--- src/verilog/clkCtlPkg.sv ---
package clkCtlPkg;

  // Control group function codes, diagnostic function 00x
  typedef enum logic [2:0] {
    funcStop       = 3'd0,
    funcStart      = 3'd1,
    funcSingleStep = 3'd2,
    funcEboxSs     = 3'd3,
    funcCondSs     = 3'd4,
    funcBurst      = 3'd5,
    funcClrReset   = 3'd6,
    funcSetReset   = 3'd7
  } ctlFuncE;

  // Load group function codes, diagnostic function 04x
  // Only 042 through 045 do anything on this board
  typedef enum logic [2:0] {
    ldFunc040 = 3'd0,
    ldFunc041 = 3'd1,
    ldFunc042 = 3'd2,
    ldFunc043 = 3'd3,
    ldFunc044 = 3'd4,
    ldFunc045 = 3'd5,
    ldFunc046 = 3'd6,
    ldFunc047 = 3'd7
  } ldFuncE;

  // EBOX rate select, period of 1, 2, 4 or 8 MBOX cycles
  typedef enum logic [1:0] {
    rateFull    = 2'd0,
    rateHalf    = 2'd1,
    rateQuarter = 2'd2,
    rateEighth  = 2'd3
  } rateE;

  // Burst counter and MBOX phase counter widths
  localparam int BURST_W = 8;
  localparam int PHASE_W = 2;

  // Rate divider covers the slowest rate, 8 cycles
  localparam int DIV_W = 3;

  // Clock source select field
  localparam int SRC_W = 2;

endpackage

--- src/verilog/ebusPkg.sv ---
package ebusPkg;

  // Diagnostic select, the low three DS bits
  localparam int DS_W = 3;

  // Load data comes from EBUS bits 32..35, MSB first
  localparam int LOAD_W = 4;

  // Readback drives EBUS bits 30..35, MSB first
  localparam int READ_W = 6;

  // Readback words selected by the diagnostic select code
  typedef enum logic [2:0] {
    rdStatus  = 3'd0,
    rdCountHi = 3'd1,
    rdCountLo = 3'd2,
    rdConfig  = 3'd3,
    rdDisable = 3'd4,
    rdSpare5  = 3'd5,
    rdSpare6  = 3'd6,
    rdSpare7  = 3'd7
  } readSelE;

endpackage

--- src/verilog/diagFuncDecoder.sv ---
`timescale 1ns/1ps

module diagFuncDecoder (
  input  logic                     MBOX_CLK,
  input  logic                     CLK,
  input  logic                     diagCtlFunc,
  input  logic                     diagLdFunc,
  input  logic [ebusPkg::DS_W-1:0] ebusDs,
  output logic                     startFn,
  output logic                     stepFn,
  output logic                     burstFn,
  output logic                     clrResetFn,
  output logic                     setResetFn,
  output logic                     ctlFnAny,
  output logic                     ldBurstLo,
  output logic                     ldBurstHi,
  output logic                     ldRate,
  output logic                     ldDisable
);
  import clkCtlPkg::*;

  ctlFuncE ctlCode;
  ldFuncE  ldCode;

  // Same select bits, read as either function group
  assign ctlCode = ctlFuncE'(ebusDs);
  assign ldCode  = ldFuncE'(ebusDs);

  // Pulses come out one cycle after the strobe
  always_ff @(posedge MBOX_CLK or posedge CLK) begin
    if (CLK) begin
      startFn    <= 1'b0;
      stepFn     <= 1'b0;
      burstFn    <= 1'b0;
      clrResetFn <= 1'b0;
      setResetFn <= 1'b0;
      ctlFnAny   <= 1'b0;
      ldBurstLo  <= 1'b0;
      ldBurstHi  <= 1'b0;
      ldRate     <= 1'b0;
      ldDisable  <= 1'b0;
    end else begin
      startFn    <= diagCtlFunc && (ctlCode == funcStart);
      stepFn     <= diagCtlFunc && (ctlCode == funcSingleStep);
      burstFn    <= diagCtlFunc && (ctlCode == funcBurst);
      clrResetFn <= diagCtlFunc && (ctlCode == funcClrReset);
      setResetFn <= diagCtlFunc && (ctlCode == funcSetReset);
      // Stop, EBOX-SS and cond SS only show up here
      ctlFnAny   <= diagCtlFunc;
      ldBurstLo  <= diagLdFunc && (ldCode == ldFunc042);
      ldBurstHi  <= diagLdFunc && (ldCode == ldFunc043);
      ldRate     <= diagLdFunc && (ldCode == ldFunc044);
      ldDisable  <= diagLdFunc && (ldCode == ldFunc045);
    end
  end

endmodule

--- src/verilog/clkConfigRegs.sv ---
`timescale 1ns/1ps

module clkConfigRegs (
  input  logic                       MBOX_CLK,
  input  logic                       CLK,
  input  logic                       ldRate,
  input  logic                       ldDisable,
  input  logic                       setResetFn,
  input  logic                       clrResetFn,
  input  logic [ebusPkg::LOAD_W-1:0] ebusData,
  output logic [clkCtlPkg::SRC_W-1:0] sourceSel,
  output clkCtlPkg::rateE            rateSel,
  output logic                       crmDis,
  output logic                       edpDis,
  output logic                       ctlDis,
  output logic                       mrReset
);
  import clkCtlPkg::*;

  // ebusData[3] is EBUS bit 32, ebusData[0] is bit 35

  // 044 source and rate select
  always_ff @(posedge MBOX_CLK or posedge CLK) begin
    if (CLK) begin
      sourceSel <= '0;
      rateSel   <= rateFull;
    end else if (ldRate) begin
      // Bits 32..33
      sourceSel <= ebusData[3:2];
      // Bits 34..35
      rateSel   <= rateE'(ebusData[1:0]);
    end
  end

  // 045 per-section EBOX clock disables
  always_ff @(posedge MBOX_CLK or posedge CLK) begin
    if (CLK) begin
      crmDis <= 1'b0;
      edpDis <= 1'b0;
      ctlDis <= 1'b0;
    end else if (ldDisable) begin
      // Bit 33 CRM, 34 EDP, 35 CTL
      crmDis <= ebusData[2];
      edpDis <= ebusData[1];
      ctlDis <= ebusData[0];
    end
  end

  // Master reset flop
  // Comes up set, only the clear-reset function drops it
  always_ff @(posedge MBOX_CLK or posedge CLK) begin
    if (CLK) begin
      mrReset <= 1'b1;
    end else if (setResetFn) begin
      mrReset <= 1'b1;
    end else if (clrResetFn) begin
      mrReset <= 1'b0;
    end
  end

endmodule

--- src/verilog/burstControl.sv ---
`timescale 1ns/1ps

module burstControl #(
  parameter int BURST_W = clkCtlPkg::BURST_W
) (
  input  logic                       MBOX_CLK,
  input  logic                       CLK,
  input  logic                       startFn,
  input  logic                       stepFn,
  input  logic                       burstFn,
  input  logic                       ctlFnAny,
  input  logic                       ldBurstLo,
  input  logic                       ldBurstHi,
  input  logic [ebusPkg::LOAD_W-1:0] ebusData,
  input  clkCtlPkg::rateE            rateSel,
  output logic                       run,
  output logic                       burst,
  output logic [BURST_W-1:0]         burstCount,
  output logic                       runReq
);
  import clkCtlPkg::*;
  import ebusPkg::*;

  logic [DIV_W-1:0] divCnt;
  logic             rateTick;
  logic             stepPending;
  logic             burstLive;

  // Free-running rate divider
  always_ff @(posedge MBOX_CLK or posedge CLK) begin
    if (CLK) begin
      divCnt <= '0;
    end else begin
      divCnt <= divCnt + 1'b1;
    end
  end

  // One tick every 2^rateSel cycles
  always_comb begin
    case (rateSel)
      rateFull:    rateTick = 1'b1;
      rateHalf:    rateTick = (divCnt[0] == 1'b0);
      rateQuarter: rateTick = (divCnt[1:0] == 2'b00);
      default:     rateTick = (divCnt == '0);
    endcase
  end

  // Burst only requests while count is left
  assign burstLive = burst && (burstCount != '0);
  assign runReq    = rateTick && (run || burstLive || stepPending);

  // Run/burst latches follow every control function
  // A stop or the unused codes drop both
  always_ff @(posedge MBOX_CLK or posedge CLK) begin
    if (CLK) begin
      run         <= 1'b0;
      burst       <= 1'b0;
      stepPending <= 1'b0;
    end else begin
      if (ctlFnAny) begin
        run   <= startFn;
        burst <= burstFn;
      end
      // Step waits for the next rate tick, then it is spent
      if (stepFn) begin
        stepPending <= 1'b1;
      end else if (rateTick) begin
        stepPending <= 1'b0;
      end
    end
  end

  // Burst counter, loaded a nibble at a time by 042 and 043
  always_ff @(posedge MBOX_CLK or posedge CLK) begin
    if (CLK) begin
      burstCount <= '0;
    end else if (ldBurstLo) begin
      burstCount[LOAD_W-1:0] <= ebusData;
    end else if (ldBurstHi) begin
      burstCount[BURST_W-1 -: LOAD_W] <= ebusData;
    end else if (rateTick && burstLive) begin
      burstCount <= burstCount - 1'b1;
    end
  end

endmodule

--- src/verilog/eboxSync.sv ---
`timescale 1ns/1ps

module eboxSync #(
  parameter int PHASE_W = clkCtlPkg::PHASE_W
) (
  input  logic               MBOX_CLK,
  input  logic               CLK,
  input  logic               runReq,
  input  logic [PHASE_W-1:0] cramTime,
  input  logic               crmDis,
  input  logic               edpDis,
  input  logic               ctlDis,
  output logic               eboxSync,
  output logic               eboxClkEn,
  output logic               crmClkEn,
  output logic               edpClkEn,
  output logic               ctlClkEn
);

  logic [PHASE_W-1:0] phase;
  logic               syncReq;

  // MBOX phase counter, restarts at each EBOX clock
  // Holds at the top so a long wait still matches any time field
  always_ff @(posedge MBOX_CLK or posedge CLK) begin
    if (CLK) begin
      phase <= '0;
    end else if (eboxClkEn) begin
      phase <= '0;
    end else if (phase != '1) begin
      phase <= phase + 1'b1;
    end
  end

  // Time field reached and no EBOX cycle already in flight
  assign syncReq = runReq && (phase >= cramTime) && !eboxSync && !eboxClkEn;

  // Sync leads the EBOX clock enable by exactly one cycle
  always_ff @(posedge MBOX_CLK or posedge CLK) begin
    if (CLK) begin
      eboxSync  <= 1'b0;
      eboxClkEn <= 1'b0;
    end else begin
      eboxSync  <= syncReq;
      eboxClkEn <= eboxSync;
    end
  end

  // Per-section enables
  assign crmClkEn = eboxClkEn && !crmDis;
  assign edpClkEn = eboxClkEn && !edpDis;
  assign ctlClkEn = eboxClkEn && !ctlDis;

endmodule

--- src/verilog/diagReadMux.sv ---
`timescale 1ns/1ps

module diagReadMux #(
  parameter int BURST_W = clkCtlPkg::BURST_W
) (
  input  logic                        MBOX_CLK,
  input  logic                        CLK,
  input  logic                        diagRead,
  input  logic [ebusPkg::DS_W-1:0]    ebusDs,
  input  logic                        eboxSync,
  input  logic                        run,
  input  logic                        burst,
  input  logic                        mrReset,
  input  logic [BURST_W-1:0]          burstCount,
  input  logic [clkCtlPkg::SRC_W-1:0] sourceSel,
  input  clkCtlPkg::rateE             rateSel,
  input  logic                        crmDis,
  input  logic                        edpDis,
  input  logic                        ctlDis,
  output logic                        ebusDriving,
  output logic [ebusPkg::READ_W-1:0]  ebusReadData
);
  import ebusPkg::*;

  logic              countIsZero;
  logic [READ_W-1:0] readWord;

  assign countIsZero = (burstCount == '0);

  // Word layout is EBUS bit 30 first
  always_comb begin
    case (readSelE'(ebusDs))
      rdStatus:  readWord = {eboxSync, run, burst, mrReset, countIsZero, 1'b0};
      rdCountHi: readWord = {2'b00, burstCount[BURST_W-1 -: LOAD_W]};
      rdCountLo: readWord = {2'b00, burstCount[LOAD_W-1:0]};
      rdConfig:  readWord = {sourceSel, rateSel, 2'b00};
      rdDisable: readWord = {crmDis, edpDis, ctlDis, 3'b000};
      // Selects 5..7 read back as zero
      default:   readWord = '0;
    endcase
  end

  // Bus is only driven while a diagnostic read is up
  always_ff @(posedge MBOX_CLK or posedge CLK) begin
    if (CLK) begin
      ebusDriving  <= 1'b0;
      ebusReadData <= '0;
    end else if (diagRead) begin
      ebusDriving  <= 1'b1;
      ebusReadData <= readWord;
    end else begin
      ebusDriving  <= 1'b0;
      ebusReadData <= '0;
    end
  end

endmodule

--- src/verilog/clkControl.sv ---
`timescale 1ns/1ps

module clkControl #(
  parameter int BURST_W = clkCtlPkg::BURST_W,
  parameter int PHASE_W = clkCtlPkg::PHASE_W
) (
  input  logic                       MBOX_CLK,
  input  logic                       CLK,
  input  logic                       diagCtlFunc,
  input  logic                       diagLdFunc,
  input  logic [ebusPkg::DS_W-1:0]   ebusDs,
  input  logic [ebusPkg::LOAD_W-1:0] ebusData,
  input  logic                       diagRead,
  input  logic [PHASE_W-1:0]         cramTime,
  output logic                       eboxSync,
  output logic                       eboxClkEn,
  output logic                       crmClkEn,
  output logic                       edpClkEn,
  output logic                       ctlClkEn,
  output logic                       mrReset,
  output logic                       ebusDriving,
  output logic [ebusPkg::READ_W-1:0] ebusReadData
);
  import clkCtlPkg::*;

  // Decoded function pulses
  logic startFn;
  logic stepFn;
  logic burstFn;
  logic clrResetFn;
  logic setResetFn;
  logic ctlFnAny;
  logic ldBurstLo;
  logic ldBurstHi;
  logic ldRate;
  logic ldDisable;

  // Configuration and run state
  logic [SRC_W-1:0]   sourceSel;
  rateE               rateSel;
  logic               crmDis;
  logic               edpDis;
  logic               ctlDis;
  logic               run;
  logic               burst;
  logic [BURST_W-1:0] burstCount;
  logic               runReq;

  diagFuncDecoder decoderInst (
    .MBOX_CLK    (MBOX_CLK),
    .CLK         (CLK),
    .diagCtlFunc (diagCtlFunc),
    .diagLdFunc  (diagLdFunc),
    .ebusDs      (ebusDs),
    .startFn     (startFn),
    .stepFn      (stepFn),
    .burstFn     (burstFn),
    .clrResetFn  (clrResetFn),
    .setResetFn  (setResetFn),
    .ctlFnAny    (ctlFnAny),
    .ldBurstLo   (ldBurstLo),
    .ldBurstHi   (ldBurstHi),
    .ldRate      (ldRate),
    .ldDisable   (ldDisable)
  );

  clkConfigRegs configInst (
    .MBOX_CLK   (MBOX_CLK),
    .CLK        (CLK),
    .ldRate     (ldRate),
    .ldDisable  (ldDisable),
    .setResetFn (setResetFn),
    .clrResetFn (clrResetFn),
    .ebusData   (ebusData),
    .sourceSel  (sourceSel),
    .rateSel    (rateSel),
    .crmDis     (crmDis),
    .edpDis     (edpDis),
    .ctlDis     (ctlDis),
    .mrReset    (mrReset)
  );

  // Run requests paced by the rate divider
  burstControl #(
    .BURST_W (BURST_W)
  ) burstInst (
    .MBOX_CLK   (MBOX_CLK),
    .CLK        (CLK),
    .startFn    (startFn),
    .stepFn     (stepFn),
    .burstFn    (burstFn),
    .ctlFnAny   (ctlFnAny),
    .ldBurstLo  (ldBurstLo),
    .ldBurstHi  (ldBurstHi),
    .ebusData   (ebusData),
    .rateSel    (rateSel),
    .run        (run),
    .burst      (burst),
    .burstCount (burstCount),
    .runReq     (runReq)
  );

  eboxSync #(
    .PHASE_W (PHASE_W)
  ) syncInst (
    .MBOX_CLK  (MBOX_CLK),
    .CLK       (CLK),
    .runReq    (runReq),
    .cramTime  (cramTime),
    .crmDis    (crmDis),
    .edpDis    (edpDis),
    .ctlDis    (ctlDis),
    .eboxSync  (eboxSync),
    .eboxClkEn (eboxClkEn),
    .crmClkEn  (crmClkEn),
    .edpClkEn  (edpClkEn),
    .ctlClkEn  (ctlClkEn)
  );

  // Status readback onto EBUS bits 30..35
  diagReadMux #(
    .BURST_W (BURST_W)
  ) readInst (
    .MBOX_CLK     (MBOX_CLK),
    .CLK          (CLK),
    .diagRead     (diagRead),
    .ebusDs       (ebusDs),
    .eboxSync     (eboxSync),
    .run          (run),
    .burst        (burst),
    .mrReset      (mrReset),
    .burstCount   (burstCount),
    .sourceSel    (sourceSel),
    .rateSel      (rateSel),
    .crmDis       (crmDis),
    .edpDis       (edpDis),
    .ctlDis       (ctlDis),
    .ebusDriving  (ebusDriving),
    .ebusReadData (ebusReadData)
  );

endmodule

--- config.mk ---
export PLATFORM = sky130hd
export DESIGN_NAME = clkControl
export DESIGN_NICKNAME = d
export VERILOG_FILES = /design/src/verilog/clkCtlPkg.sv /design/src/verilog/ebusPkg.sv /design/src/verilog/diagFuncDecoder.sv /design/src/verilog/clkConfigRegs.sv /design/src/verilog/burstControl.sv /design/src/verilog/eboxSync.sv /design/src/verilog/diagReadMux.sv /design/src/verilog/clkControl.sv
export SDC_FILE = /design/constraint.sdc
export NUM_CORES = 1
export LEC_CHECK = 0
export BUFFER_PORTS_ARGS = -buffer_cell sky130_fd_sc_hd__buf_2
export CAP_MARGIN = 20
export CORE_AREA = 2 2 62 64
export DETAILED_ROUTE_END_ITERATION = 7
export DIE_AREA = 0 0 64 66
export GPL_TIMING_DRIVEN = 0
export PLACE_DENSITY = 0.77
export SKIP_CTS_REPAIR_TIMING = 1
export SYNTH_ARGS = -nofsm -noshare
export SYNTH_HDL_FRONTEND = slang
export SYNTH_SLANG_ARGS = --single-unit
--- constraint.sdc ---
create_clock -name MBOX_CLK -period 4.5 [get_ports MBOX_CLK]
set_clock_uncertainty 0.1 [all_clocks]
set_input_delay 0.9 -clock MBOX_CLK [delete_from_list [all_inputs] [get_ports MBOX_CLK]]
set_output_delay 0.9 -clock MBOX_CLK [all_outputs]
set_load 0.05 [all_outputs]
; ---- After elaboration in Yosys (flattened, before gate mapping)
; Cells that the tools add are included.
; W data, S select, Z words.
[totals]
regBits = 43
wordCells = 96
output_inout_bits = 13
in_bits = 14
[classes]
addsub = 3
mux = 14
reduce_logical = 38
n_eq_ne = 11
order_cmp = 1
bitwise = 2
[ops]
columns = operator, n
row1 = $pmux W6 S5, 1
row2 = $logic_and A1 B1 Y1, 18
row3 = $eq A3 B3 Y1 const B, 4
row4 = $mux W4, 3
row5 = $reduce_bool A2 Y1, 5
row6 = $logic_not A8 Y1, 1
row7 = $mux W8, 1
row8 = $reduce_bool A8 Y1, 1
row9 = $sub A8 B1 Y8 const B, 1
row10 = $eq A3 B2 Y1 const B, 2
row11 = $logic_not A3 Y1, 2
row12 = $mux W6, 1
row13 = $logic_not A1 Y1, 5
row14 = $mux W1, 5
row15 = $logic_not A2 Y1, 2
row16 = $mux W2, 2
row17 = $reduce_and A2 Y1, 2
row18 = $add A3 B1 Y3 const B, 1
row19 = $eq A3 B1 Y1 const B, 1
row20 = $pmux W1 S3, 1
row21 = $add A2 B1 Y2 const B, 1
row22 = $eq A2 B1 Y1 const B, 1
row23 = $eq A2 B2 Y1 const B, 1
row24 = $ge A2 B2 Y1, 1
row25 = other kinds (4), 6

; ---- Depth between registers and ports, before layout
[logic_depth]
ltp_word = 8
ltp_mapped = 6
ltp_nobuf = 6

; ---- Hierarchy
; From an unflattened synthesis, not the netlist that was laid out.
[hier_totals]
cells_unflattened = 190
hier_area_um2 = 2153.3
[by_module_without_submodules]
columns = module, cells_per_inst, instances, area_each_um2
row1 = burstControl, 89, 1, 848.3
row2 = diagReadMux, 43, 1, 430.4
row3 = diagFuncDecoder, 20, 1, 359.1
row4 = clkConfigRegs, 18, 1, 295.3
row5 = eboxSync, 20, 1, 220.2

; ---- Worst setup path after synthesis
; Ideal clock, no wire load.
[synth_path]
path_kind = flip-flop to output port
start = register syncInst.eboxClkEn
end = output port crmClkEn
arrival_time_ps = 1451
required_ps = 3500
slack_ps = 2049
path_buffers = 0
stages_incl_launch_ff = 2
cell_sequence = dfrtp_1 -> nor2b_1
[synth_via]
elab_chain_len = 1
[synth_rtl]
columns = item, line_no
row1 = from (decl), eboxSync.sv:14  ; output logic eboxClkEn,
row2 = from (signal assigned), eboxSync.sv:45  ; eboxClkEn <= eboxSync;
row3 = $logic_and A1 B1 Y1, eboxSync.sv:50  ; assign crmClkEn = eboxClkEn && !crmDis;
row4 = to (decl), clkControl.sv:17  ; output logic crmClkEn,
; No other way between the ends.

; ---- Worst setup path after layout
; Ends and elaborated chain as after synthesis.

==> flow_summary.yaml <==
clock_tree:
  root_buffer: "clkbuf_4"
  clkTransAtPathRegs_ns: 0.13
  clock_path_buffers: 2
  cts_tree: "done"
  htree_levels: 2
  clock-sinks: 43
  clock_latency_ns: 0.36
  cts-buffers-inserted: 5
synthesis:
  synth-seq-area-share: 0.523
  synth_area_leaders: "dfrtp_1, mux2_2, ha_1, nor2_1, inv_1"
  yosys_register_bits: 43
  synth_top_flop_cell: "dfrtp_1"
  syn_area_mm2: 0.00206
  syn_area_per_cell_um2: 10.6
  yosysUniqueCellTypes: 45
  synth_top_area_frac: 0.511
  synth-edff-count: 0
  yosysTopAreaCell: "dfrtp_1"
  synthArstFlopShare: 1.00
  ys_warn_count: 0
  syn_inst: 194
  synth_nets: 214
global_route:
  antenna_found_initial: 0
  overflow: 0
  grt_pass1_wl_um: 7120
  grt_max_degree: 44
  grt_pass1_vias: 1478
  grt_use_total: 0.228
timing:
  setup_slack_ns: 2.27
  max_slew_margin: 0.422
  rsz0062_at_grt: "false"
  max_freq_mhz: 449
  finalSetupViolCount: 0
  fin_crit_sh: 0.495
  fin_tns_setup_ns: 0
  drv_slew: 0
  period_minus_slack_ns: 2.23
  hold_ws_ns: 0.347
  worst_pin_slew_ns: 0.866
  hold_viol: 0
placement:
  place.gp.congestion: 0.942
  preCtsSetupSlack_ns: 2.26
  placement.io_buffers: 25
  hpwl_um: 3090
worst_setup_path:
  cp_slowest_stage_delay_ns: 0.45
  critPathRequiredTime_ns: 3.50
  critPathCaptureType: "primary output"
  crit_chain: "nor2b_1 > buf_2"
  cp.arrival_ns: 1.23
  worstPathMaxFanout: 7
  critPathBufInv: 1
  slowest_stage: "dfrtp_1"
  start_kind: "flip-flop"
  critPathKind: "flip-flop to primary output"
  path_delay_family: "flip-flops"
min_path:
  hold_path.class: "flip-flop to flip-flop"
floorplan:
  die_h_um: 66
  rows: 22
  dieArea_mm2: 0.00422
  die_x_um: 64
  io_pins: 27
  core-area_mm2: 0.00355
  start_util: 0.580
final_layout:
  fin_nets: 246
  layout_commonest_cell: "dfrtp_1"
  register_area_mm2: 0.00108
  multi_input_area_um2: 906
  layout-drive-gt1-share: 0.216
  final_cell_mix: "dfrtp_1, buf_2, nor2_1"
  fillers: 273
  antenna_cells: 0
  area_growth_pct: 13.9
pwr:
  powerDensity_mw_per_mm2: 453
  p_leak_nw: 1.14
  ir_drop_v: 0.000287
drt:
  vias_per_cell: 5.59
  ant_nets: 0
  drc: 0
  wl_per_cell_um: 15.4
  routed_wl_um: 4220
  drtIter0Drc: 139
  dr.pass1.iters: 4
  vias: 1537
run_status:
  status: "finished, final reports clean"
flow_run:
  maxCapViolCount: 0
[power by group]
group	internal, W	total [W]	leakage [nW]	switching (W)
combinational	0.000105	0.000255	0.535	0.000149
sequential	0.000442	0.000504	0.549	0.0000617
clock	0.000173	0.000302	0.0525	0.000129
total	0.000721	0.00106	1.14	0.000340
[layer usage]
metal	share of wire	global-route usage	vias up
li1	-	-	751
met1	0.47	0.315	727
met2	0.45	0.354	52
met3	0.068	0.0426	7
met4	0.013	0.0978	0
met5	0	0	-
[metrics by stage]
stage | total power [W] | cell area (um^2) | utilization | cells
2_1_floorplan | 0.000694 | 2060 | - | 194
3_3_place_gp | 0.000756 | 2240 | 0.632 | 267
3_5_place_dp | 0.000764 | 2240 | 0.632 | 267
4_1_cts | 0.00106 | 2340 | 0.660 | 275
5_1_grt | 0.00112 | 2340 | 0.660 | 275
6_report | 0.00106 | 2340 | 0.660 | 275
[cells in the mapped netlist (3+ instances only)]
library cell  instances
ha_1                  6
nand2b_1              7
clkbuf_1              4
nand3_1               4
a21oi_1               8
or4_1                 4
o211ai_1              3
o21ai_0               5
nand2_1              12
dfrtp_1              42
and2_1                3
nor3_1                5
mux2i_1               4
mux2_2                8
o2bb2ai_1             3
inv_1                15
a31oi_1               3
nor2b_1               5
and3_1                4
nor2_1               19
[worst paths after layout]
path	cells past startpoint	startpoint	slack, ns	endpoint
max in group asynchronous	2	CLK	3.16	burstInst.burstCount[7]
setup / recovery	2	syncInst.eboxClkEn	2.27	crmClkEn
min in group asynchronous	2	CLK	0.60	readInst.ebusDriving
setup reg to reg	6	burstInst.burstCount[0]	2.44	burstInst.burstCount[5]
hold / removal	0	syncInst.eboxSync	0.35	syncInst.eboxClkEn
hold reg to reg	0	syncInst.eboxSync	0.35	syncInst.eboxClkEn
[sequential cells by signal, summed over array words and instances (netlist names), 2 cells and up]
| signal | count |
|---|---|
| configInst.sourceSel | 2 |
| configInst.rateSel | 2 |
| burstInst.divCnt | 3 |
| burstInst.burstCount | 8 |
| syncInst.phase | 2 |
| readInst.ebusReadData | 6 |
[cell families after synthesis]
family | synth area share
compound gates | 0.126
xor+xnor | 0.00851
fa+ha+maj | 0.0365
buf+inv | 0.0365
flops | 0.523
mux | 0.0742
simple gates | 0.195
[final cells by class]
class                           instances  share of cell area
Timing Repair Buffer                   25              0.0534
Tap cell                               48              0.0256
Buffer                                  5             0.00800
Inverter                               15              0.0240
Sequential cell                        43               0.459
Multi-Input combinational cell        131               0.386
Clock buffer                            6              0.0176
Clock inverter                          2              0.0256
(Power assumes the default switching activity.)
